**src/hw/mips_core_pkg.sv**
```systemverilog
package mips_core_pkg;

    typedef enum logic [2:0] {
        ALU_ADD = 3'd0,
        ALU_SUB = 3'd1,
        ALU_AND = 3'd2,
        ALU_OR  = 3'd3,
        ALU_SLT = 3'd4
    } alu_op_e;

    typedef struct packed {
        logic    reg_dst;
        logic    alu_src;
        logic    imm_zext;
        logic    mem_to_reg;
        logic    reg_write;
        logic    mem_write;
        logic    branch;
        logic    jump;
        alu_op_e alu_op;
    } ctrl_t;

    // Register write-back as seen at the core boundary
    typedef struct packed {
        logic        valid;
        logic [4:0]  rd;
        logic [31:0] data;
    } reg_wb_t;

    // Store as seen at the core boundary, addr is a byte address
    typedef struct packed {
        logic        en;
        logic [31:0] addr;
        logic [31:0] data;
    } mem_wr_t;

    localparam int          NUM_REGS    = 32;
    localparam int          DMEM_WORDS  = 64;
    localparam int          DMEM_IDX_W  = $clog2(DMEM_WORDS);
    localparam logic [31:0] RESET_PC    = 32'h0000_0000;

endpackage

```
**src/hw/alu.sv**
```systemverilog
module alu
    import mips_core_pkg::*;
(
    input  alu_op_e     op,
    input  logic        alu_src,
    input  logic        imm_zext,
    input  logic [31:0] a,
    input  logic [31:0] b,
    input  logic [15:0] imm,
    output logic [31:0] result,
    output logic        zero
);

    logic [31:0] imm_ext;
    logic [31:0] op_b;

    // ori zero-extends, everything else sign-extends
    assign imm_ext = imm_zext ? {16'h0000, imm} : {{16{imm[15]}}, imm};
    assign op_b    = alu_src ? imm_ext : b;

    always_comb begin
        case (op)
            ALU_ADD: result = a + op_b;
            ALU_SUB: result = a - op_b;
            ALU_AND: result = a & op_b;
            ALU_OR:  result = a | op_b;
            ALU_SLT: result = {31'd0, $signed(a) < $signed(op_b)};
            default: result = '0;
        endcase
    end

    // beq compares through ALU_SUB
    assign zero = (result == '0);

endmodule

```
**config.mk**
```make
export PLATFORM = sky130hd
export DESIGN_NAME = alu
export DESIGN_NICKNAME = d
export VERILOG_FILES = /design/src/hw/mips_core_pkg.sv /design/src/hw/alu.sv
export SDC_FILE = /design/constraint.sdc
export NUM_CORES = 1
export LEC_CHECK = 0
export BUFFER_PORTS_ARGS = -buffer_cell sky130_fd_sc_hd__buf_2
export CORE_MARGIN = 2
export CORE_UTILIZATION = 25
export DETAILED_ROUTE_END_ITERATION = 12
export SETUP_SLACK_MARGIN = 0.05
export SLEW_MARGIN = 0
export SYNTH_ARGS = -nofsm -noshare
export SYNTH_HDL_FRONTEND = slang
export SYNTH_SLANG_ARGS = --single-unit
```
**constraint.sdc**
```tcl
create_clock -name vclk -period 7.74
set_clock_uncertainty 0.15 [all_clocks]
set_input_delay 0.387 -clock vclk [all_inputs]
set_output_delay 0.387 -clock vclk [all_outputs]
set_load 0.005 [all_outputs]
```
==> impl_metrics.ini <==
[global_route]
grt_pass1_wl_mm = 37.0
grt_max_degree = 42
grtUsageTotal_pct = 18.8
grt_pass1_vias = 6728
overflow = 0
antenna_found_initial = 0

[yosys]
syn-cell-area_um2 = 5890
synth_fp_nets = 1080
yosys_warnings = 0
synth_area_per_cell_um2 = 6.63
synth.most_common_cell = ha_1
synth_area_leaders = ha_1 22%, a21oi_1 6.8%, inv_1 6.3%
yosysUniqueCellTypes = 72
netlist_instances = 889
synth.top_cells.by_count = 104 x ha_1, 99 x inv_1, 80 x a21oi_1, 72 x nor2_1, 55 x nand2_1
synth_top_area_share_pct = 22.1
ys_seq_area_share_pct = 0
synth_area_leader_cell = ha_1

[pwr]
p_total_mw = 0.597
p_leak_nw = 3.14
p_per_area_nw_per_um2 = 88.7
pwr-share-clk_pct = 0
switchingPower_mw = 0.377
peakVddDrop_mv = 0.0386
p_int_mw = 0.220
switching_share_pct = 63.1
p_comb_share_pct = 100.0
pwr-share-seq_pct = 0

[sta]
rsz0062_at_grt = no
hold_slack_ps = 1090
finalHoldViolations = 0
slew_headroom_pct = 36.6
worst_pin_slew_ps = 927
setup_viol = 0
fin_crit_ps = 5880
max_freq_ghz = 0.170
tns_ps = 0
drv_slew = 0
finalWorstSetupSlack_ps = 1860
fin_crit_sh_pct = 75.9

[status]
status = complete, no violations

[floorplan]
ios = 118
row_count = 56
die_height_um = 158
die_area_um2 = 24800
die_x_um = 158
design.core.area_um2 = 23300
start_util_pct = 25.3

[route]
detail_route.wl_per_cell_um = 18.7
drt_pre_antenna_iters = 5
final_antenna_net_count = 0
routed_wl_mm = 24.0
viasPerCell = 5.52
drc = 0
drt_iter0_drc = 577
vias = 7078

[setup_path]
crit_chain = buf_2 -> buf_4 -> mux2i_1 -> ha_1 -> inv_1 -> a21oi_1 -> a21oi_1 -> o31ai_1 -> o21a_1 -> mux2i_1 -> nand4_1 -> or4b_1 -> or4b_1 -> nor4_2 -> buf_2
worstSetupPathType = input port to primary output
cpPeakStageDelay_ps = 600
arrival_ps = 5340
end_kind = primary output
startpoint_type = input port
cp_max_fo = 20
required_ps = 7200
cp.depth = 15
cp_top_family = simple AND/OR/NAND/NOR gates
cp_num_buf_inv = 4
worst_path_max_delay_cell = or4b_1

[finish]
nClkBuffers = 0
final_util_pct = 28.9
antenna_cells = 0
fin_nets = 1156
n_fill_cell = 2628
final-seq-area_um2 = 0
fin_area_um2 = 6730
nFlopsAndLatches = 0
syn2layout_area_growth_pct = 14.2
drive_gt1_share_pct = 14.7
stdcell_count = 1282

[run]
drv_cap = 0

[hold_path]
whs_endpoint = result[2]
holdPathStages = 3
hp-class = input port to primary output
min_from = op[2]

[placed_design]
dp_slack_ps = 1930
hpwl_mm = 19.6
dp.cells = 1282
place_congestion = 0.965
io_buffers = 118
place_area_um2 = 6730

[cts]
hold_buffers = 0
cts_setup_buffers = 0
cts-resized-gates = 0
## area by class of cell
class	instances	area, µm²	area share, %
multi-input combinational	735	5290	78.6
timing repair buffer	128	666	9.89
tap	319	399	5.93
inverter	100	375	5.58
## routing by layer
metal	global-route usage [%]	vias to the layer above	part of all wire [%]
li1	-	3389	-
met5	0	-	0
met1	24.9	3338	43
met2	32.6	322	47
met3	2.45	29	7.9
met4	3.59	0	1.8
## power by group through the flow
stage | Clock, mW | Combinational [mW] | Sequential (mW)
final | 0 | 0.597 | 0
after global placement | 0 | 0.583 | 0
after detailed placement | 0 | 0.582 | 0
after floorplan | 0 | 0.401 | 0
after CTS | 0 | 0.586 | 0
after global routing | 0 | 0.654 | 0
## worst max path at each step
stage	from	to	slack [ps]
floorplan	alu_src	zero	2630
global placement	alu_src	zero	1950
detailed placement	alu_src	zero	1930
CTS	alu_src	zero	1920
global route	alu_src	zero	1480
finish	alu_src	zero	1860
## cell families (layout without fill, tap and decap cells)
| group | after synthesis | count (layout) | share of synthesized area [%] |
|---|---|---|---|
| adder cells (fa/ha/maj) | 106 | 106 | 22.8 |
| AND/OR/NAND/NOR | 254 | 254 | 21.5 |
| buffers and inverters | 154 | 228 | 10.2 |
| XOR/XNOR | 22 | 22 | 3.27 |
| AO/OA/AOI/OAI | 328 | 328 | 37.8 |
| multiplexers | 25 | 25 | 4.50 |
## layout by cell type (no fill, tap or decap), types with 20 or more instances in the layout
| master | Yosys | routed |
|---|---|---|
| nor2_1 | 72 | 72 |
| o21a_1 | 27 | 27 |
| ha_1 | 104 | 104 |
| nor3_1 | 23 | 23 |
| nand2_1 | 55 | 55 |
| a21oi_1 | 80 | 80 |
| o21ai_0 | 49 | 49 |
| inv_1 | 99 | 99 |
| mux2i_1 | 22 | 22 |
| o211ai_1 | 24 | 24 |
| buf_2 | 8 | 118 |
| nand3_1 | 20 | 20 |
(Power assumes the default switching activity.)
