`src/hw/mips_core_pkg.sv`:
```
package mips_core_pkg;

    typedef enum logic [2:0] {
        ALU_ADD = 3'd0,
        ALU_SUB = 3'd1,
        ALU_AND = 3'd2,
        ALU_OR  = 3'd3,
        ALU_SLT = 3'd4
    } alu_op_e;

    typedef struct packed {
        logic    reg_dst;
        logic    alu_src;
        logic    imm_zext;
        logic    mem_to_reg;
        logic    reg_write;
        logic    mem_write;
        logic    branch;
        logic    jump;
        alu_op_e alu_op;
    } ctrl_t;

    // Register write-back as seen at the core boundary
    typedef struct packed {
        logic        valid;
        logic [4:0]  rd;
        logic [31:0] data;
    } reg_wb_t;

    // Store as seen at the core boundary, addr is a byte address
    typedef struct packed {
        logic        en;
        logic [31:0] addr;
        logic [31:0] data;
    } mem_wr_t;

    localparam int          NUM_REGS    = 32;
    localparam int          DMEM_WORDS  = 64;
    localparam int          DMEM_IDX_W  = $clog2(DMEM_WORDS);
    localparam logic [31:0] RESET_PC    = 32'h0000_0000;

endpackage

```
`src/hw/data_memory.sv`:
```
module data_memory
    import mips_core_pkg::*;
(
    input  logic        clk,
    input  logic        rst_n,
    input  logic [31:0] addr,
    input  logic [31:0] wdata,
    input  logic        we,
    output logic [31:0] rdata
);

    logic [31:0]           mem [DMEM_WORDS];
    logic [DMEM_IDX_W-1:0] idx;

    // Word index, wraps modulo DMEM_WORDS
    assign idx   = addr[2 +: DMEM_IDX_W];
    assign rdata = mem[idx];

    always_ff @(posedge clk or negedge rst_n) begin
        if (!rst_n) begin
            for (int i = 0; i < DMEM_WORDS; i++) begin
                mem[i] <= '0;
            end
        end else if (we) begin
            mem[idx] <= wdata;
        end
    end

    a_store_aligned: assert property (@(posedge clk) disable iff (!rst_n)
        we |-> addr[1:0] == 2'b00);

endmodule

```
`config.mk`:
```
export PLATFORM = sky130hd
export DESIGN_NAME = data_memory
export DESIGN_NICKNAME = d
export VERILOG_FILES = /design/src/hw/mips_core_pkg.sv /design/src/hw/data_memory.sv
export SDC_FILE = /design/constraint.sdc
export NUM_CORES = 2
export LEC_CHECK = 0
export ABC_AREA = 1
export BUFFER_PORTS_ARGS = -buffer_cell sky130_fd_sc_hd__buf_4
export CAP_MARGIN = 0
export CORE_ASPECT_RATIO = 0.75
export CORE_UTILIZATION = 60
export DETAILED_ROUTE_END_ITERATION = 8
export PLACE_DENSITY = 0.76
export SYNTH_ARGS = -nofsm -noshare
export SYNTH_HDL_FRONTEND = slang
export SYNTH_SLANG_ARGS = --single-unit
```
`constraint.sdc`:
```
create_clock -name clk -period 4 [get_ports clk]
set_clock_uncertainty 0.1 [all_clocks]
set_input_delay 0.2 -clock clk [delete_from_list [all_inputs] [get_ports clk]]
set_output_delay 0.2 -clock clk [all_outputs]
set_load 0.005 [all_outputs]
```
==> results.json <==
{
  "synth_area_leaders": "dfrtp_1, nand2_1, o21ai_0, a21oi_1, nor2_1",
  "path_max_fanout": 112,
  "stdcell_count": 15000,
  "grt_max_degree": 203,
  "drv_slew": 0,
  "synth_ff_type": "dfrtp_1",
  "powerDensity_nw_per_um2": 508,
  "max_freq_ghz": 0.294,
  "setup_viol": 0,
  "maxSlewHeadroom_pct": 15.5,
  "htreeDepth": 4,
  "hold_path_end": "mem[1342]$_DFFE_PN0P_",
  "seq_area_sq_um": 51200,
  "cpLargestDelayFamily": "simple AND/OR/NAND/NOR gates",
  "critPathArrivalTime_ps": 3100,
  "grt_usage_pct": 36.6,
  "crit_buf_inv": 4,
  "synthArstFlopShare_pct": 100,
  "start_kind": "primary input",
  "crit_required_ps": 3700,
  "worst_slack_ps": 598,
  "ir_drop_uv": 538,
  "clk_pin_slew_ps": 60,
  "die_w_microns": 464,
  "yosys.area.top_type_share_pct": 53.4,
  "syn_nets": 13200,
  "swShare_pct": 28.5,
  "multi_input_area_sq_um": 40300,
  "grt_pass1_vias": 81600,
  "switching_power_mw": 15.2,
  "netlist_area_sq_um": 96000,
  "drt-vias-per-instance": 5.77,
  "cts.path.max_buffers": 3,
  "whs_path_depth": 6,
  "syn_to_final_growth_pct": 9.63,
  "synth_commonest_cells": "nand2_1, dfrtp_1, o21ai_0, nor2_1, a21oi_1",
  "nFillCells": 13000,
  "outcome": "finished with violations",
  "firstDrtPassIters": 8,
  "synth_warnings": 0,
  "worstPathCellList": "buf_8, inv_8, buf_12, nand2_1, nand2_1, nand2_1, nand2_1, nand2_1, nand2_1, nand2_1, nand2_1, nor2_1, nand2_1, buf_4",
  "grt_first_pass_wirelength_microns": 463000,
  "end_kind": "output pin",
  "worstSetupPathType": "primary input to output pin",
  "synth_edf_count": 0,
  "internal-power_mw": 38.2,
  "power.leakage_nw": 54.7,
  "tns_ps": 0,
  "ys_ff_latch": 2048,
  "syn_area_per_cell_sq_um": 7.31,
  "placed_area_sq_um": 98300,
  "synth_cells": 13100,
  "post-route-drc-count": 16,
  "post_cts_resized": 0,
  "crit_slowest_cell": "nor2_1",
  "io_pins": 99,
  "top_register": "mem",
  "layout-drive-gt1-share_pct": 5.86,
  "min_path_type": "primary input to register",
  "power.share.clock_pct": 35.9,
  "dpl.cell_count": 14600,
  "rsz0062_at_grt": "false",
  "die-area_sq_um": 162000,
  "yosys.area.top_type": "dfrtp_1",
  "dp.final_hpwl_microns": 172000,
  "cts_tree": "done",
  "combPwrFrac_pct": 15.9,
  "tightestPinTransition_ps": 1260,
  "final_cell_area_sq_um": 105000,
  "routedWlPerCell_microns": 19.7,
  "r2r_cells": 2,
  "clock_sinks": 2048,
  "synthMostInstantiatedCell": "nand2_1",
  "synth_cell_types": 24,
  "top_regs": "mem: 2048 flops",
  "finalPower_mw": 53.5,
  "gp_congestion": 0.890,
  "crit_path_frequent_cell": "nand2_1",
  "hold_slack_ps": 71.6,
  "totalWireLength_microns": 294000,
  "pre_cts_ws_ps": 707,
  "cts-buffers-inserted": 193,
  "num_rows": 126,
  "fin_crit_ps": 3400,
  "r2r_slack_ps": 3120,
  "die_h_microns": 348,
  "r2r-start": "mem[915]$_DFFE_PN0P_",
  "final_core_util_pct": 66.6,
  "seqPwrFrac_pct": 48.2,
  "cpPeakStageDelay_ps": 510,
  "hp-start": "we",
  "r2r-end": "mem[915]$_DFFE_PN0P_",
  "vias": 86300,
  "fin_crit_sh_pct": 85.1,
  "coreArea_sq_um": 158000,
  "largest_reg_flops": 2048,
  "cts-root-buf": "clkbuf_16",
  "antenna_found_initial": 6,
  "finalNetCount": 12700,
  "hold_violations": 0,
  "clk-insertion-delay-late_ps": 850,
  "grt_overflow": 0,
  "violations": "design-rule violations",
  "max-cap-violations": 0,
  "initial_utilization_pct": 60.7,
  "antenna_left": 0,
  "dr.first_iter.drc_count": 10200,
  "portBuffers": 72,
  "yosysSeqAreaShare_pct": 53.4
}
final cells by class:
type	instances	area share (%)
well taps	2112	2.51
inverters	228	0.834
clock buffers	303	5.65
diodes	8	0.0190
multi-input cells	9850	38.2
repair buffers	354	3.46
clock inverters	52	0.608
flip-flops and latches	2048	48.7
worst max-delay path by stage:
stage / cells after the start / slack (ps) / from / to
after global placement: 7 / 760 / addr[2] / mem[681]$_DFFE_PN0P_
after detailed placement: 7 / 710 / addr[2] / mem[681]$_DFFE_PN0P_
after floorplan: 15 / 2010 / addr[2] / rdata[31]
after global routing: 13 / 520 / addr[2] / rdata[16]
after CTS: 11 / 730 / mem[975]$_DFFE_PN0P_ / rdata[15]
final: 14 / 600 / addr[2] / rdata[6]
power by group through the flow:
stage	clock, mW	sequential, mW	combinational, mW
after detailed placement	0	26.1	8.30
after global placement	0	25.9	7.96
after floorplan	0	25.7	5.91
after CTS	19.3	25.8	8.43
final	19.2	25.8	8.49
after global routing	20.2	26.2	9.75
worst register-to-register path, cell delays in order, from the launching register on:
cell,delay (ps)
dfrtp_1,380
nor2_1,170
a21oi_1,70
placed cells by master (no fill, tap or decap), types with 4 or more instances in the layout:
cell              n
a21oi_1         850
buf_12           67
buf_4           249
bufinv_16        14
clkbuf_1         48
clkbuf_16       201
clkbuf_8         54
clkinv_2         29
dfrtp_1        2048
diode_2           8
dlygate4sd3_1    33
inv_1           185
inv_2            40
inv_6             4
nand2_1        6619
nand2_2          32
nand3_1           8
nor2_1          925
nor2_4           32
nor3_4            7
o211ai_1          5
o21ai_0        1263
o21ai_1          99
kinds of logic after synthesis:
family | synth area share [%]
simple gates | 30.1
compound gates | 11.6
flops | 53.4
buf+inv | 5.00
routing by layer:
metal  GRT usage (%)  part of all wire [%]
met3            6.81                    11
met5               0                0.0037
met4            16.2                   4.4
met1            51.0                    41
met2            56.1                    44
timing repair:
item,in CTS,in global routing
setup buffers,0,0
hold buffers,34,0
hold endpoints to repair,1458,0
setup endpoints to repair,0,0
Power figures use the tool's default switching activity.
