**src/hw/mips_core_pkg.sv**
```systemverilog
package mips_core_pkg;

    typedef enum logic [2:0] {
        ALU_ADD = 3'd0,
        ALU_SUB = 3'd1,
        ALU_AND = 3'd2,
        ALU_OR  = 3'd3,
        ALU_SLT = 3'd4
    } alu_op_e;

    typedef struct packed {
        logic    reg_dst;
        logic    alu_src;
        logic    imm_zext;
        logic    mem_to_reg;
        logic    reg_write;
        logic    mem_write;
        logic    branch;
        logic    jump;
        alu_op_e alu_op;
    } ctrl_t;

    // Register write-back as seen at the core boundary
    typedef struct packed {
        logic        valid;
        logic [4:0]  rd;
        logic [31:0] data;
    } reg_wb_t;

    // Store as seen at the core boundary, addr is a byte address
    typedef struct packed {
        logic        en;
        logic [31:0] addr;
        logic [31:0] data;
    } mem_wr_t;

    localparam int          NUM_REGS    = 32;
    localparam int          DMEM_WORDS  = 64;
    localparam int          DMEM_IDX_W  = $clog2(DMEM_WORDS);
    localparam logic [31:0] RESET_PC    = 32'h0000_0000;

endpackage

```
**src/hw/register_file.sv**
```systemverilog
module register_file
    import mips_core_pkg::*;
(
    input  logic        clk,
    input  logic        rst_n,
    input  logic [4:0]  rs,
    input  logic [4:0]  rt,
    input  logic [4:0]  rd,
    input  logic        we,
    input  logic [31:0] wdata,
    output logic [31:0] rs_data,
    output logic [31:0] rt_data
);

    logic [31:0] regs [NUM_REGS];

    // No bypass, a same-cycle read sees the old value
    assign rs_data = regs[rs];
    assign rt_data = regs[rt];

    always_ff @(posedge clk or negedge rst_n) begin
        if (!rst_n) begin
            for (int i = 0; i < NUM_REGS; i++) begin
                regs[i] <= '0;
            end
        end else if (we && rd != 5'd0) begin
            regs[rd] <= wdata;
        end
    end

    a_r0_reads_zero: assert property (@(posedge clk) disable iff (!rst_n)
        (rs == 5'd0 |-> rs_data == '0) and (rt == 5'd0 |-> rt_data == '0));

endmodule

```
**config.mk**
```make
export PLATFORM = sky130hd
export DESIGN_NAME = register_file
export DESIGN_NICKNAME = d
export VERILOG_FILES = /design/src/hw/mips_core_pkg.sv /design/src/hw/register_file.sv
export SDC_FILE = /design/constraint.sdc
export NUM_CORES = 2
export LEC_CHECK = 0
export BUFFER_PORTS_ARGS = -buffer_cell sky130_fd_sc_hd__buf_4
export CAP_MARGIN = 25
export CORE_ASPECT_RATIO = 1.5
export CORE_MARGIN = 2
export CORE_UTILIZATION = 64
export DETAILED_ROUTE_END_ITERATION = 12
export PLACE_DENSITY = 0.78
export SYNTH_ARGS = -nofsm -noshare
export SYNTH_HDL_FRONTEND = slang
export SYNTH_SLANG_ARGS = --single-unit
```
**constraint.sdc**
```tcl
create_clock -name clk -period 1.6 [get_ports clk]
set_clock_uncertainty 0.15 [all_clocks]
set_input_delay 0.08 -clock clk [delete_from_list [all_inputs] [get_ports clk]]
set_output_delay 0.08 -clock clk [all_outputs]
set_load 0.02 [all_outputs]
```
==> reports/summary.md <==
* **Largest register FFs** 1024
* **outcome** finished, violations left
* **initial antenna violation count** 4
* **class of the worst hold path** input pin to flip-flop
* **number of distinct library cell variants in the gate-level netlist after synthesis** 27
* **maximum root-to-sink buffer count** 3
* **die span in y** 365 um
* **global-route wire length before repair** 266000 um
* **mean instance size in the synthesized netlist** 12.1 um2
* **number of cells after detailed placement** 5900
* **power density of the placed cells** 1150 nW/um2
* **post-route worst hold slack** 30.0 ps
* **crit-path max cell delay** 400 ps
* **Crit path max-delay family** compound AO/OA/AOI/OAI gates
* **post-detailed-route wirelength per cell** 29.1 um
* **net count of the finished layout** 4961
* **standard-cell rows** 132
* **static power due to leakage** 32.0 nW
* **Starting Density** 0.644
* **Least-Margin Pin Slew** 1010 ps
* **total wire length after detailed routing** 178000 um
* **area fraction in compound gates after synthesis** 0.0707
* **share of synthesized cell area in and, or, nand and nor gates** 0.0423
* **proportion of synthesized chip area in sequential cells** 0.462
* **largest vdd supply drop** 1.45 mV
* **TritonCTS buffer count** 98
* **largest registers ranked by flip-flop count** regs: 1024 flops
* **worst-skew pair later-pin latency** 700 ps
* **final slew viol count** 0
* **sequential cell area** 25600 um2
* **register with the most flip-flops** regs
* **Max Clock Freq** 0.411 GHz
* **count of fill cells added during filler insertion** 5333
* **global-route usage over all layers** 0.397
* **hpwl dp** 116000 um
* **vias in the first global route** 43600
* **library cell contributing the largest single delay on the critical path** sky130_fd_sc_hd__dfrtp_1
* **number of top-level pins** 114
* **multiplexer fraction of the synthesized cell area** 0.386
* **data required time at the worst endpoint** 1370 ps
* **CTS Root Buffer Type** sky130_fd_sc_hd__clkbuf_16
* **clock transition time at the flip-flop clock pins of the worst setup and hold paths** 60 ps
* **Syn-to-layout area delta** 20.3%
* **met3 wire length** 14000 um
* **type of the setup path with the least slack** flip-flop to primary output
* **proportion of layout cells with a drive suffix above 1** 0.386
* **Mapped Nets** 4656
* **CTS tree** yes
* **clock sink count** 1024
* **number of buffers and inverters on the critical path** 1
* **via count** 41700
* **Core Region** 86200 um2
* **largest net degree at the start of global routing** 91
* **Setup crit start kind** flip-flop
* **final non-filler cell total** 6131
* **Slew headroom** 0.323
* **count of mapped cells out of synthesis** 4606
* **DP Worst Slack** -392 ps
* **highest metal layer with signal wires** met5
* **level count of the clock H-tree** 3
* **final setup violation count** 64
* **count of maximum capacitance violations** 0
* **number of warnings printed during yosys synthesis** 0
* **Port-buffer cells** 113
* **routability congestion estimate from global placement** 0.928
* **total area of multi-input combinational cells** 28400 um2
* **met1 layer wirelength in the final routing** 64200 um
* **final critical-path share of the clock period** 1.52
* **Synth Area in Adders** 0
* **Remaining Overflow, GRT** 0
* **flop and latch count out of synthesis** 1024
* **minimum period implied by the final worst setup slack** 2430 ps
* **setup tns final** -43430 ps
* **xor/xnor cell area share of the yosys netlist** 0
* **data arrival at the endpoint of the critical path** 2200 ps
* **area of the die** 89100 um2
* **type of element capturing the critical path** primary output
* **unrepaired setup endpoints after global routing** yes
* **DRC violations left** 0
* **drt via density** 6.81
* **setup slack on the worst flop-to-flop path** 530 ps
* **1st-iter DRT viols** 3974
* **total met2 wirelength after detailed routing** 85200 um
* **largest family of logic cells by synthesized area** multiplexers
* **violated checks** negative setup slack
* **Max Fanout on Critical Path** 3
* **total iterations of the first detailed-routing run** 8
* **die outline width** 244 um
* **final number of hold-violating endpoints** 0
* **area of the mapped netlist** 55500 um2
* **fin worst setup slack** -834 ps
* **number of antenna-violating nets in the routed design** 0
* **ordered cell list for the critical path** mux2i_1 > a22o_1 > nor3_2 > a31oi_1 > nand3_1 > buf_6
-- final cells by class --
cell class                      instances  share of cell area
Clock inverter                         41             0.00982
Sequential cell                      1024               0.384
Timing Repair Buffer                  682               0.117
Antenna cell                            2           0.0000749
Multi-Input combinational cell       3105               0.425
Tap cell                             1139              0.0213
Clock buffer                          138              0.0426
-- metal layers --
| metal | vias up | GRT usage |
|---|---|---|
| li1 | 17600 | - |
| met1 | 21200 | 0.461 |
| met2 | 2127 | 0.654 |
| met3 | 804 | 0.0825 |
| met4 | 10 | 0.292 |
| met5 | - | 0 |
-- synthesized netlist by cell type (all sizes together) --
cell	count	share of area
clkbuf	226	0.015
nor2b	4	0.00045
nand3	193	0.017
or2	2	0.00023
and3b	2	0.00032
dfrtp	1024	0.46
nand2b	5	0.00056
a22o	128	0.020
nand2	211	0.014
nor3	65	0.0059
buf	251	0.024
nor2	16	0.0011
nand4	1	0.00011
mux2	992	0.20
a31oi	64	0.0072
nor3b	5	0.00086
nand3b	5	0.00068
a21oi	192	0.017
a22oi	192	0.026
mux2i	1024	0.18
and3	1	0.00011
and2	3	0.00034
-- placed cells by master, fill, tap and decap left out, types with 18 or more instances in the layout --
master / count
sky130_fd_sc_hd__dfrtp_1: 1024
sky130_fd_sc_hd__a22oi_1: 192
sky130_fd_sc_hd__buf_12: 185
sky130_fd_sc_hd__dlygate4sd3_1: 40
sky130_fd_sc_hd__a21oi_1: 192
sky130_fd_sc_hd__mux2_2: 991
sky130_fd_sc_hd__clkinv_2: 18
sky130_fd_sc_hd__a22o_1: 128
sky130_fd_sc_hd__clkbuf_1: 18
sky130_fd_sc_hd__nand2_1: 194
sky130_fd_sc_hd__a31oi_1: 48
sky130_fd_sc_hd__mux2i_1: 1023
sky130_fd_sc_hd__nor3_2: 37
sky130_fd_sc_hd__clkbuf_16: 101
sky130_fd_sc_hd__nand3_2: 30
sky130_fd_sc_hd__nor3_1: 25
sky130_fd_sc_hd__buf_4: 387
sky130_fd_sc_hd__clkbuf_8: 20
sky130_fd_sc_hd__buf_6: 64
sky130_fd_sc_hd__nand3_1: 163
-- power by group --
| group | switching, mW | total (mW) | internal, mW |
|---|---|---|---|
| combinational | 7.73 | 16.7 | 8.93 |
| clock | 10.4 | 25.5 | 15.1 |
| sequential | 4.02 | 34.9 | 30.8 |
-- worst reg2reg max path, cell delays in order (launching register included) --
cell                      delay, ps
sky130_fd_sc_hd__dfrtp_1        410
sky130_fd_sc_hd__buf_4          140
sky130_fd_sc_hd__mux2_2         260
-- final timing paths --
kind	cells after the start	startpoint	end
min in group asynchronous	4	rst_n	regs[996]
max reg2reg	2	regs[958]	regs[958]
max in group asynchronous	3	rst_n	regs[57]
max	6	regs[780]	rt_data[12]
min	5	rd[4]	regs[672]
min reg2reg	0	regs[1009]	regs[1009]
-- repair_timing --
| action | 4_1_cts | 5_1_grt |
|---|---|---|
| buffers inserted | 4 | 7 |
| gates resized for setup | 121 | 33 |
| pin swaps | 105 | 100 |
| hold buffers | 43 | 0 |
| endpoints found under the setup margin | 64 | 933 |
| hold endpoints to repair | 2016 | 0 |
| gates cloned | 0 | 1 |
-- stage by stage --
| step | instance area, um2 | power, mW | util |
|---|---|---|---|
| 2_1_floorplan | 55600 | 44.9 | - |
| 3_3_place_gp | 62100 | 49.9 | 0.720 |
| 3_5_place_dp | 62100 | 50.8 | 0.720 |
| 4_1_cts | 66600 | 76.7 | 0.772 |
| 5_1_grt | 66800 | 79.8 | 0.775 |
| 6_report | 66800 | 77.0 | 0.775 |
-- kinds of logic (layout without fill, tap and decap cells) --
kind of cell           after synthesis  count (layout)
AOI/OAI and AO/OA                  576             576
other                                0               2
DFF                               1024            1024
muxes                             2016            2016
and+or+nand+nor                    513             513
buffers and inverters              477             861
No activity file was read; power rests on OpenSTA's default activity.
