[src/hw/mips_core_pkg.sv]
package mips_core_pkg;

    typedef enum logic [2:0] {
        ALU_ADD = 3'd0,
        ALU_SUB = 3'd1,
        ALU_AND = 3'd2,
        ALU_OR  = 3'd3,
        ALU_SLT = 3'd4
    } alu_op_e;

    typedef struct packed {
        logic    reg_dst;
        logic    alu_src;
        logic    imm_zext;
        logic    mem_to_reg;
        logic    reg_write;
        logic    mem_write;
        logic    branch;
        logic    jump;
        alu_op_e alu_op;
    } ctrl_t;

    // Register write-back as seen at the core boundary
    typedef struct packed {
        logic        valid;
        logic [4:0]  rd;
        logic [31:0] data;
    } reg_wb_t;

    // Store as seen at the core boundary, addr is a byte address
    typedef struct packed {
        logic        en;
        logic [31:0] addr;
        logic [31:0] data;
    } mem_wr_t;

    localparam int          NUM_REGS    = 32;
    localparam int          DMEM_WORDS  = 64;
    localparam int          DMEM_IDX_W  = $clog2(DMEM_WORDS);
    localparam logic [31:0] RESET_PC    = 32'h0000_0000;

endpackage

[src/hw/pc_unit.sv]
module pc_unit
    import mips_core_pkg::*;
(
    input  logic        clk,
    input  logic        rst_n,
    input  logic        branch,
    input  logic        jump,
    input  logic        zero,
    input  logic [15:0] imm,
    input  logic [25:0] target,
    output logic [31:0] pc
);

    logic [31:0] pc_plus4;
    logic [31:0] branch_off;
    logic [31:0] pc_next;

    assign pc_plus4   = pc + 32'd4;
    assign branch_off = {{14{imm[15]}}, imm, 2'b00};

    always_comb begin
        if (jump) begin
            pc_next = {pc_plus4[31:28], target, 2'b00};
        end else if (branch && zero) begin
            pc_next = pc_plus4 + branch_off;
        end else begin
            pc_next = pc_plus4;
        end
    end

    always_ff @(posedge clk or negedge rst_n) begin
        if (!rst_n) begin
            pc <= RESET_PC;
        end else begin
            pc <= pc_next;
        end
    end

    // Instruction fetch assumes word-aligned pc at all times
    a_pc_aligned: assert property (@(posedge clk) disable iff (!rst_n) pc[1:0] == 2'b00);

endmodule

[config.mk]
export PLATFORM = sky130hd
export DESIGN_NAME = pc_unit
export DESIGN_NICKNAME = d
export VERILOG_FILES = /design/src/hw/mips_core_pkg.sv /design/src/hw/pc_unit.sv
export SDC_FILE = /design/constraint.sdc
export NUM_CORES = 1
export LEC_CHECK = 0
export BUFFER_PORTS_ARGS = -buffer_cell sky130_fd_sc_hd__buf_2
export CAP_MARGIN = 20
export CORE_MARGIN = 3
export CORE_UTILIZATION = 60
export DETAILED_ROUTE_END_ITERATION = 6
export GPL_TIMING_DRIVEN = 0
export PLACE_DENSITY_LB_ADDON = 0.1
export SLEW_MARGIN = 40
export SYNTH_ARGS = -nofsm -noshare
export SYNTH_HDL_FRONTEND = slang
export SYNTH_SLANG_ARGS = --single-unit
[constraint.sdc]
create_clock -name clk -period 5.4 [get_ports clk]
set_input_delay 1.08 -clock clk [delete_from_list [all_inputs] [get_ports clk]]
set_output_delay 1.08 -clock clk [all_outputs]
set_load 0.02 [all_outputs]
==> results of run 1 <==
-- critical path: stages (launching register included) --
cell and delay, ns:
dfrtp_1 0.44, and3_1 0.21, and3_1 0.25, nand2_1 0.16, nor4_1 0.51, xor2_1 0.18
ha_1 0.43, nand2_1 0.12, o21ai_0 0.27, nor2_1 0.07, nor4_1 0.21, a21oi_1 0.18
a2111oi_0 0.52, nor3_1 0.12
-- synthesized netlist by cell type (13+ instances only) --
cell type | count | area, um2
nor2_1 | 36 | 135.1
xnor2_1 | 29 | 254.0
ha_1 | 37 | 462.9
a21oi_1 | 50 | 250.2
o21ai_0 | 22 | 110.1
nand2_1 | 52 | 195.2
nand4_1 | 13 | 81.33
dfrtp_1 | 30 | 750.7
nand3_1 | 18 | 90.09
xor2_1 | 19 | 166.4
clkbuf_1 | 15 | 56.30
inv_1 | 15 | 56.30
-- cell families after synthesis --
logic type / after synthesis / synth area share, %
DFF: 30 / 21.02
adders and majority gates: 38 / 13.52
and+or+nand+nor: 165 / 23.02
AOI/OAI and AO/OA: 131 / 23.37
buffers and inverters: 36 / 4.275
muxes: 8 / 2.453
other: 1 / 0.1050
xor gates and xnor gates: 49 / 12.23
-- per-stage QoR --
step | std cells | setup slack [ns] | cell area, um2 | hold WS, ns
after global routing | 614 | 1.336 | 4135 | 0.6687
after floorplan | 459 | 2.152 | 3575 | 0.7108
after detailed placement | 606 | 1.706 | 4040 | 0.6005
after global placement | 606 | 1.793 | 4040 | 0.5916
final | 614 | 1.586 | 4135 | 0.6144
after CTS | 614 | 1.674 | 4135 | 0.6211
-- routing by layer --
| metal | vias to the layer above | track usage [%] | routed length (um) | share of wire [%] |
|---|---|---|---|---|
| li1 | 1822 | - | - | - |
| met1 | 1718 | 42.27 | 4650 | 43 |
| met3 | 16 | 4.960 | 839 | 7.7 |
| met5 | - | 0 | 0 | 0 |
| met2 | 192 | 52.70 | 5230 | 48 |
| met4 | 0 | 9.361 | 141 | 1.3 |
-- power by group through the flow --
| stage | registers (uW) | clock network [uW] | logic, uW |
|---|---|---|---|
| after floorplan | 372 | 0 | 497 |
| after global placement | 326 | 0 | 719 |
| after detailed placement | 328 | 0 | 735 |
| after CTS | 324 | 206 | 741 |
| after global routing | 333 | 216 | 832 |
| final | 326 | 205 | 751 |
-- worst paths after layout --
kind | start | end | slack (ns)
worst max-delay path | pc[13]$_DFF_PN0_ | pc[30]$_DFF_PN0_ | 1.59
worst min-delay path | pc[31]$_DFF_PN0_ | pc[31]$_DFF_PN0_ | 0.61
worst max register to register | pc[13]$_DFF_PN0_ | pc[30]$_DFF_PN0_ | 1.59
worst min register to register | pc[31]$_DFF_PN0_ | pc[31]$_DFF_PN0_ | 0.61
max in group asynchronous | rst_n | pc[17]$_DFF_PN0_ | 4.08
min in group asynchronous | rst_n | pc[25]$_DFF_PN0_ | 0.84
-- area by class of cell --
cell class                      instances  area (um2)
Buffer                                 21       96.34
Clock buffer                            6       82.58
Clock inverter                          2       12.51
Fill cell                             486        1506
Inverter                               15       56.30
Multi-Input combinational cell        393        2671
Sequential cell                        30       750.7
Tap cell                               72       90.09
Timing Repair Buffer                   75       375.4
==> impl.org, run 1 <==
** Timing
- The routed design could run at a clock period as short as 3.814 ns.
- Setup repair after global routing left no endpoint under its margin.
- The number of hold-slack violations in the final timing report was 0.
- Max Clock Skew :: 0.007014 ns
- In the finished design, the share of the clock period the worst path needs comes to 70.64%.
- The count of pins over their slew limit was 0.
- Setup violations remaining at the end of the flow were counted as 0.
- For the pin with the worst max-slew slack, the measured transition is 0.7336 ns.
- Rel. slew slack :: 51.10%
- Timing would allow up to 262.2 MHz.
- Final setup TNS :: 0 ns

** Floorplanning
- The die is 83.15 um wide.
- Starting density of the core :: 63.30%
- The floorplan has 27 rows.
- The die covers 0.006913 mm2.
- Die Y :: 83.15 um
- CORE AREA :: 0.005642 mm2
- In this run the count of I/O pins placed on the die edge is 79.

** Outcome
- Outcome :: complete, no violations

** Detailed routing
- Via count normalized by instance count :: 6.104
- Residual DRC :: 0
- After detailed routing, the average wire length per cell comes to 17.69 um.
- Number of vias after detailed routing :: 3,748
- The routed design has 10,860 um of wire.
- For this run, the detailed router's first-pass iteration total came to 5.
- 1st-iter DRT viols :: 267
- In this run the remaining antenna-violating nets after routing total 0.

** Clock tree
- The root buffer cell chosen for the clock tree is clkbuf_8.
- After clock tree synthesis, the setup repair step added 0 buffers.
- Htree depth :: 2
- TritonCTS clock tree :: done
- The later pin in the worst-skew pair is clocked with a latency of 0.29 ns.
- The tree built by TritonCTS fans out to 30 sinks.
- Clock tree synthesis inserted a total of 5 buffers.
- Number of resized instances in the post-cts repair step :: 0
- CTS clk-pin slew, worst paths :: 0.08 ns
- Post-CTS Hold Fix Bufs :: 0
- Counting along the longest clock path gives a buffer depth of 2.

** Setup path
- STA classifies the critical path endpoint as a register.
- In this run the worst path has a maximum fanout of 6.
- STA puts the critical path data required time at 5.56 ns.
- Data on the critical path arrives at its endpoint at 3.98 ns.
- Counting cells, the worst reg-to-reg path comes to 13.
- The worst setup path is of the register to register kind.
- Sort of element at the start of the critical path :: register

** Min path
- Counting instances, the worst hold path has a depth of 2.
- Type of the tightest min-delay check :: register to register

** Final layout
- Share of final-layout standard cells stronger than drive strength 1 :: 20.48%
- At the end of the flow, the number of nets in the layout was 626.
- Most common cell after layout, fill and taps aside :: buf_2
- Number of flip-flops in the largest register :: 30
- Top register by number of flip-flops :: pc
- Registers with the highest flip-flop counts :: pc (30)
- Final core occ :: 73.30%
- N_diodes :: 0
- Most frequent cells in the layout :: buf_2 (77), nand2_1 (52), a21oi_1 (50), ha_1 (37), nor2_1 (36)
- Compared with the post-synthesis result, the final layout area differs by 15.80%.

** Logic synthesis
- Each instance of the synthesized netlist takes up on average 7.797 um2.
- The synthesized netlist occupies a cell area of 0.003571 mm2.
- Register bit count reported by yosys :: 30
- Fraction of the yosys area taken by sequential cells :: 21.02%
- Synthesized netlist cell count :: 458
- The Yosys step of the flow raised 0 warnings.
- Yosys mapped the design onto 56 distinct sky130hd cell types.
- Dominant synthesized flop cell :: dfrtp_1
- Counting flops with a built-in enable in the synthesized netlist gives 0.
- Asr flop ratio synth :: 100.0%

** Placement
- Count of input and output buffers :: 75
- Detailed placement ended at an HPWL of 8385 um.
- Placer congestion estimate :: 0.9772

** Power
- The internal power of the cells totals 668.5 uW.
- Combinational share of power :: 58.6%
- Of the total power, registers draw 25.4%.
- Power share of the clock group :: 16.0%
- Fraction of power spent switching nets :: 47.84%
- Summed over all cells, the static leakage comes to 0.001849 uW.
- Pwr Total :: 1282 uW
- Total power per unit cell area :: 309.9 mW/mm2
- Net switching power figure :: 613.1 uW
- The worst-case IR drop observed on VDD is 0.0001910 V.

** Global routing
- In the global route stage, overall resource usage came out at 31.65%.
- The initial antenna violation count is 0.
- Largest net degree at the start of global routing :: 31
- Number of global-route vias before repair :: 3,716
- Grt ovf :: 0
- Global-route wire length before repair :: 18,050 um

** Run
- Max-cap violations in this run came to 0.
Note: power is estimated with default switching activity, not from simulation.
==> inputs of run 2 (changes only) <==
- CORE_UTILIZATION: 60 -> 56
- clock period: 5.4 -> 3.8 ns (I/O delays scaled with it)
==> impl.org, run 2 (synthesis results as in run 1) <==
** Final layout
- The antenna diode count was 0 (unchanged).
- Most common cell after layout, fill and taps aside :: buf_2 (unchanged)
- Growth of design area from synthesis to finish :: 18.78% (was 15.80%)
- Final core occ :: 69.98% (was 73.30%)
- The number of flip-flops under the largest register name came to 30 (unchanged).
- The footprint of the multi-input gates was 0.002701 mm2 (was 0.002671 mm2).
- Top register by number of flip-flops :: pc (unchanged)
- The area occupied by registers was 752.0 um2 (was 750.7 um2).
- The filler cell count in the final layout came to 510 (was 486).
- The fraction of layout cells with a size suffix above 1 was 21.96% (was 20.48%).
- Most frequent cells in the layout :: buf_2 (77), nand2_1 (52), a21oi_1 (48), ha_1 (37), nor2_1 (36) (was buf_2 (77), nand2_1 (52), a21oi_1 (50), ha_1 (37), nor2_1 (36))
- Registers with the highest flip-flop counts: pc (30) (unchanged).
- Net total in the final layout :: 626 (unchanged)

** Global routing
- Initial antenna violation count :: 0 (unchanged)
- Largest net degree at the start of global routing :: 31 (unchanged)
- Global-route wire length before repair :: 17,610 um (was 18,050 um)
- The overall global routing resource usage was 29.97% (was 31.65%).
- Grt ovf :: 0 (unchanged)
- Number of global-route vias before repair :: 3,596 (was 3,716)

** Clock tree
- The CTS tree was done (unchanged).
- Buffer levels on the longest clock path :: 2 (unchanged)
- The clock latency of the later-clocked register in the worst-skew pair is 0.31 ns (was 0.29 ns).
- The library cell used as clock root buffer is clkbuf_8 (unchanged).
- The number of buffers created by CTS came to 5 (unchanged).
- Post-CTS Hold Fix Bufs :: 0 (unchanged)
- The deepest level of the CTS H-tree came to 2 (unchanged).
- The sink count of the clock tree is 30 (unchanged).
- The clock slew at the register clock pins of the worst setup and hold paths came to 0.09 ns (was 0.08 ns).

** Detailed routing
- Number of vias after detailed routing :: 3,801 (was 3,748)
- The via count normalized by instance count came to 6.160 (was 6.104).
- DRT antenna net count :: 0 (unchanged)
- The count of TritonRoute iterations in the first routing pass came to 5 (unchanged).
- The detailed router's first-iteration violation count is 379 (was 267).
- The number of design rule violations left after detail routing was 0 (unchanged).
- The final wirelength is 10,970 um (was 10,860 um).
- The wire length per cell after detailed routing was 17.78 um (was 17.69 um).

** Min path
- Type of the tightest min-delay check :: input pin to asynchronous set/reset pin (was register to register)

** Setup path
- FF-to-FF setup slack :: 0.16 ns (was 1.59 ns)
- Worst r2r path cells :: 14 (was 13)
- Required time at the endpoint of the critical path :: 3.97 ns (was 5.56 ns)
- Critical path's top delay family :: compound AO/OA/AOI/OAI gates (was simple AND/OR/NAND/NOR gates)
- Cell type with the highest occurrence count on the critical path :: a21oi_1
- Worst-path maximum fanout :: 7 (was 6)
- CP max stage cell :: dfrtp_1 (was a2111oi_0)
- The maximum cell stage delay along the critical path came to 0.43 ns (was 0.52 ns).
- Sort of element at the start of the critical path :: register (unchanged)
- Cell breakdown of the critical path :: and4_1 > and2_1 > buf_2 > and4_2 > nand3_1 > xnor2_1 > ha_1 > a21oi_1 > o21ai_0 > o31ai_1 > a31oi_2 > a211o_1 > a21oi_1 > a211oi_2 (was and3_1 > and3_1 > nand2_1 > nor4_1 > xor2_1 > ha_1 > nand2_1 > o21ai_0 > nor2_1 > nor4_1 > a21oi_1 > a2111oi_0 > nor3_1)
- The type of element capturing the critical path is a register (unchanged).
- Number of buffer and inverter instances along the worst setup path :: 1 (was 0)
- Worst endpoint data arrival time :: 3.81 ns (was 3.98 ns)
- Critical R2R Capture :: pc[27]$_DFF_PN0_ (was pc[30]$_DFF_PN0_)
- The beginning of the worst register-to-register path was pc[9]$_DFF_PN0_ (was pc[13]$_DFF_PN0_).
- Type of the worst setup path :: register to register (unchanged)

** Floorplanning
- Die width :: 85.86 um (was 83.15 um)
- The number of top-level design ports is 79 (unchanged).
- The number of core rows is 28 (was 27).
- The die outline height was 85.86 um (was 83.15 um).
- The starting density of the core came to 58.92% (was 63.30%).
- The die area is 0.007371 mm2 (was 0.006913 mm2).
- CORE AREA :: 0.006061 mm2 (was 0.005642 mm2)

** Timing
- The minimum period implied by the final worst setup slack came to 3.642 ns (was 3.814 ns).
- Final Worst Setup Slack :: 0.1584 ns (was 1.586 ns)
- Number of hold-slack violations in the final timing report :: 0 (unchanged)
- Rel. slew slack :: 53.75% (was 51.10%)
- The final setup skew was 0.01485 ns (was 0.007014 ns).
- The slew at the pin closest to its max-slew limit came to 0.6937 ns (was 0.7336 ns).
- Final setup TNS :: 0 ns (unchanged)
- Peak clock frequency supported by timing :: 274.6 MHz (was 262.2 MHz)
- Setup violators final :: 0 (unchanged)
- Final number of max-transition violations :: 0 (unchanged)
- Unrepaired setup endpoints after global routing: no (unchanged).
- Fin crit share :: 95.83% (was 70.64%)

** Outcome
- Outcome :: complete, no violations (unchanged)

** Run
- The number of max-cap violations came to 0 (unchanged).

** Power
- Worst vdd ir :: 0.0002675 V (was 0.0001910 V)
- The power density relative to cell area came to 466.1 mW/mm2 (was 309.9 mW/mm2).
- Reported leakage power :: 0.001893 uW (was 0.001849 uW)
- The total power consumption of the routed design was 1977 uW (was 1282 uW).

** Placement
- The final weighted congestion of routability-driven global placement was 1.001 (was 0.9772).
- The detailed-placement wirelength estimate was 8323 um (was 8385 um).
- The post-place setup slack came to 0.1399 ns (was 1.706 ns).
- The count of input and output buffers is 75 (unchanged).
run 2: cell type report:
type / count / area share, %
buffer: 20 / 2.183
inverter: 15 / 1.327
clock buffer: 6 / 1.947
timing repair buffer: 76 / 9.499
tap: 75 / 2.212
clock inverter: 2 / 1.416
multi-input combinational: 393 / 63.69
sequential: 30 / 17.73
run 2: how the worst max path moves through the flow:
stage                     from               end  cells past startpoint
4_1_cts        pc[8]$_DFF_PN0_  pc[27]$_DFF_PN0_                     14
2_1_floorplan  pc[8]$_DFF_PN0_  pc[27]$_DFF_PN0_                     14
3_3_place_gp   pc[8]$_DFF_PN0_  pc[27]$_DFF_PN0_                     14
5_1_grt        pc[9]$_DFF_PN0_  pc[27]$_DFF_PN0_                     14
3_5_place_dp   pc[8]$_DFF_PN0_  pc[27]$_DFF_PN0_                     14
6_report       pc[9]$_DFF_PN0_  pc[27]$_DFF_PN0_                     14
run 2: report_power, final:
| group | switching [uW] | total, uW | internal, uW |
|---|---|---|---|
| clock network | 159 | 439 | 280 |
| registers | 82.1 | 463 | 381 |
| logic | 645 | 1070 | 430 |
run 2: through the flow:
step                hold WS, ns  instance area, um2  cells
floorplan                0.4644                3575    459
global placement         0.5960                4044    609
detailed placement       0.6023                4044    609
CTS                      0.5490                4187    617
global route             0.3501                4242    617
finish                   0.3306                4242    617
run 2: routing by layer:
layer | routed length (um) | up-vias | global-route usage, %
met5 | 0 | - | 0
met4 | 263 | 0 | 9.209
met3 | 765 | 31 | 3.650
met2 | 5180 | 197 | 49.93
met1 | 4759 | 1758 | 40.58
li1 | - | 1815 | -
run 2: worst register-to-register path, delay by kind of cell (launching register included):
family | cells | cell delay [ns]
XOR/XNOR | 1 | 0.23
AND/OR/NAND/NOR | 4 | 0.86
adder cells (fa/ha/maj) | 1 | 0.33
flip-flops | 1 | 0.43
AO/OA/AOI/OAI | 7 | 1.49
buffers and inverters | 1 | 0.18
run 2: timing repair:
item | 4_1_cts | 5_1_grt
gates resized for setup | 0 | 10
setup endpoints to repair | 0 | 5
setup buffers | 0 | 0
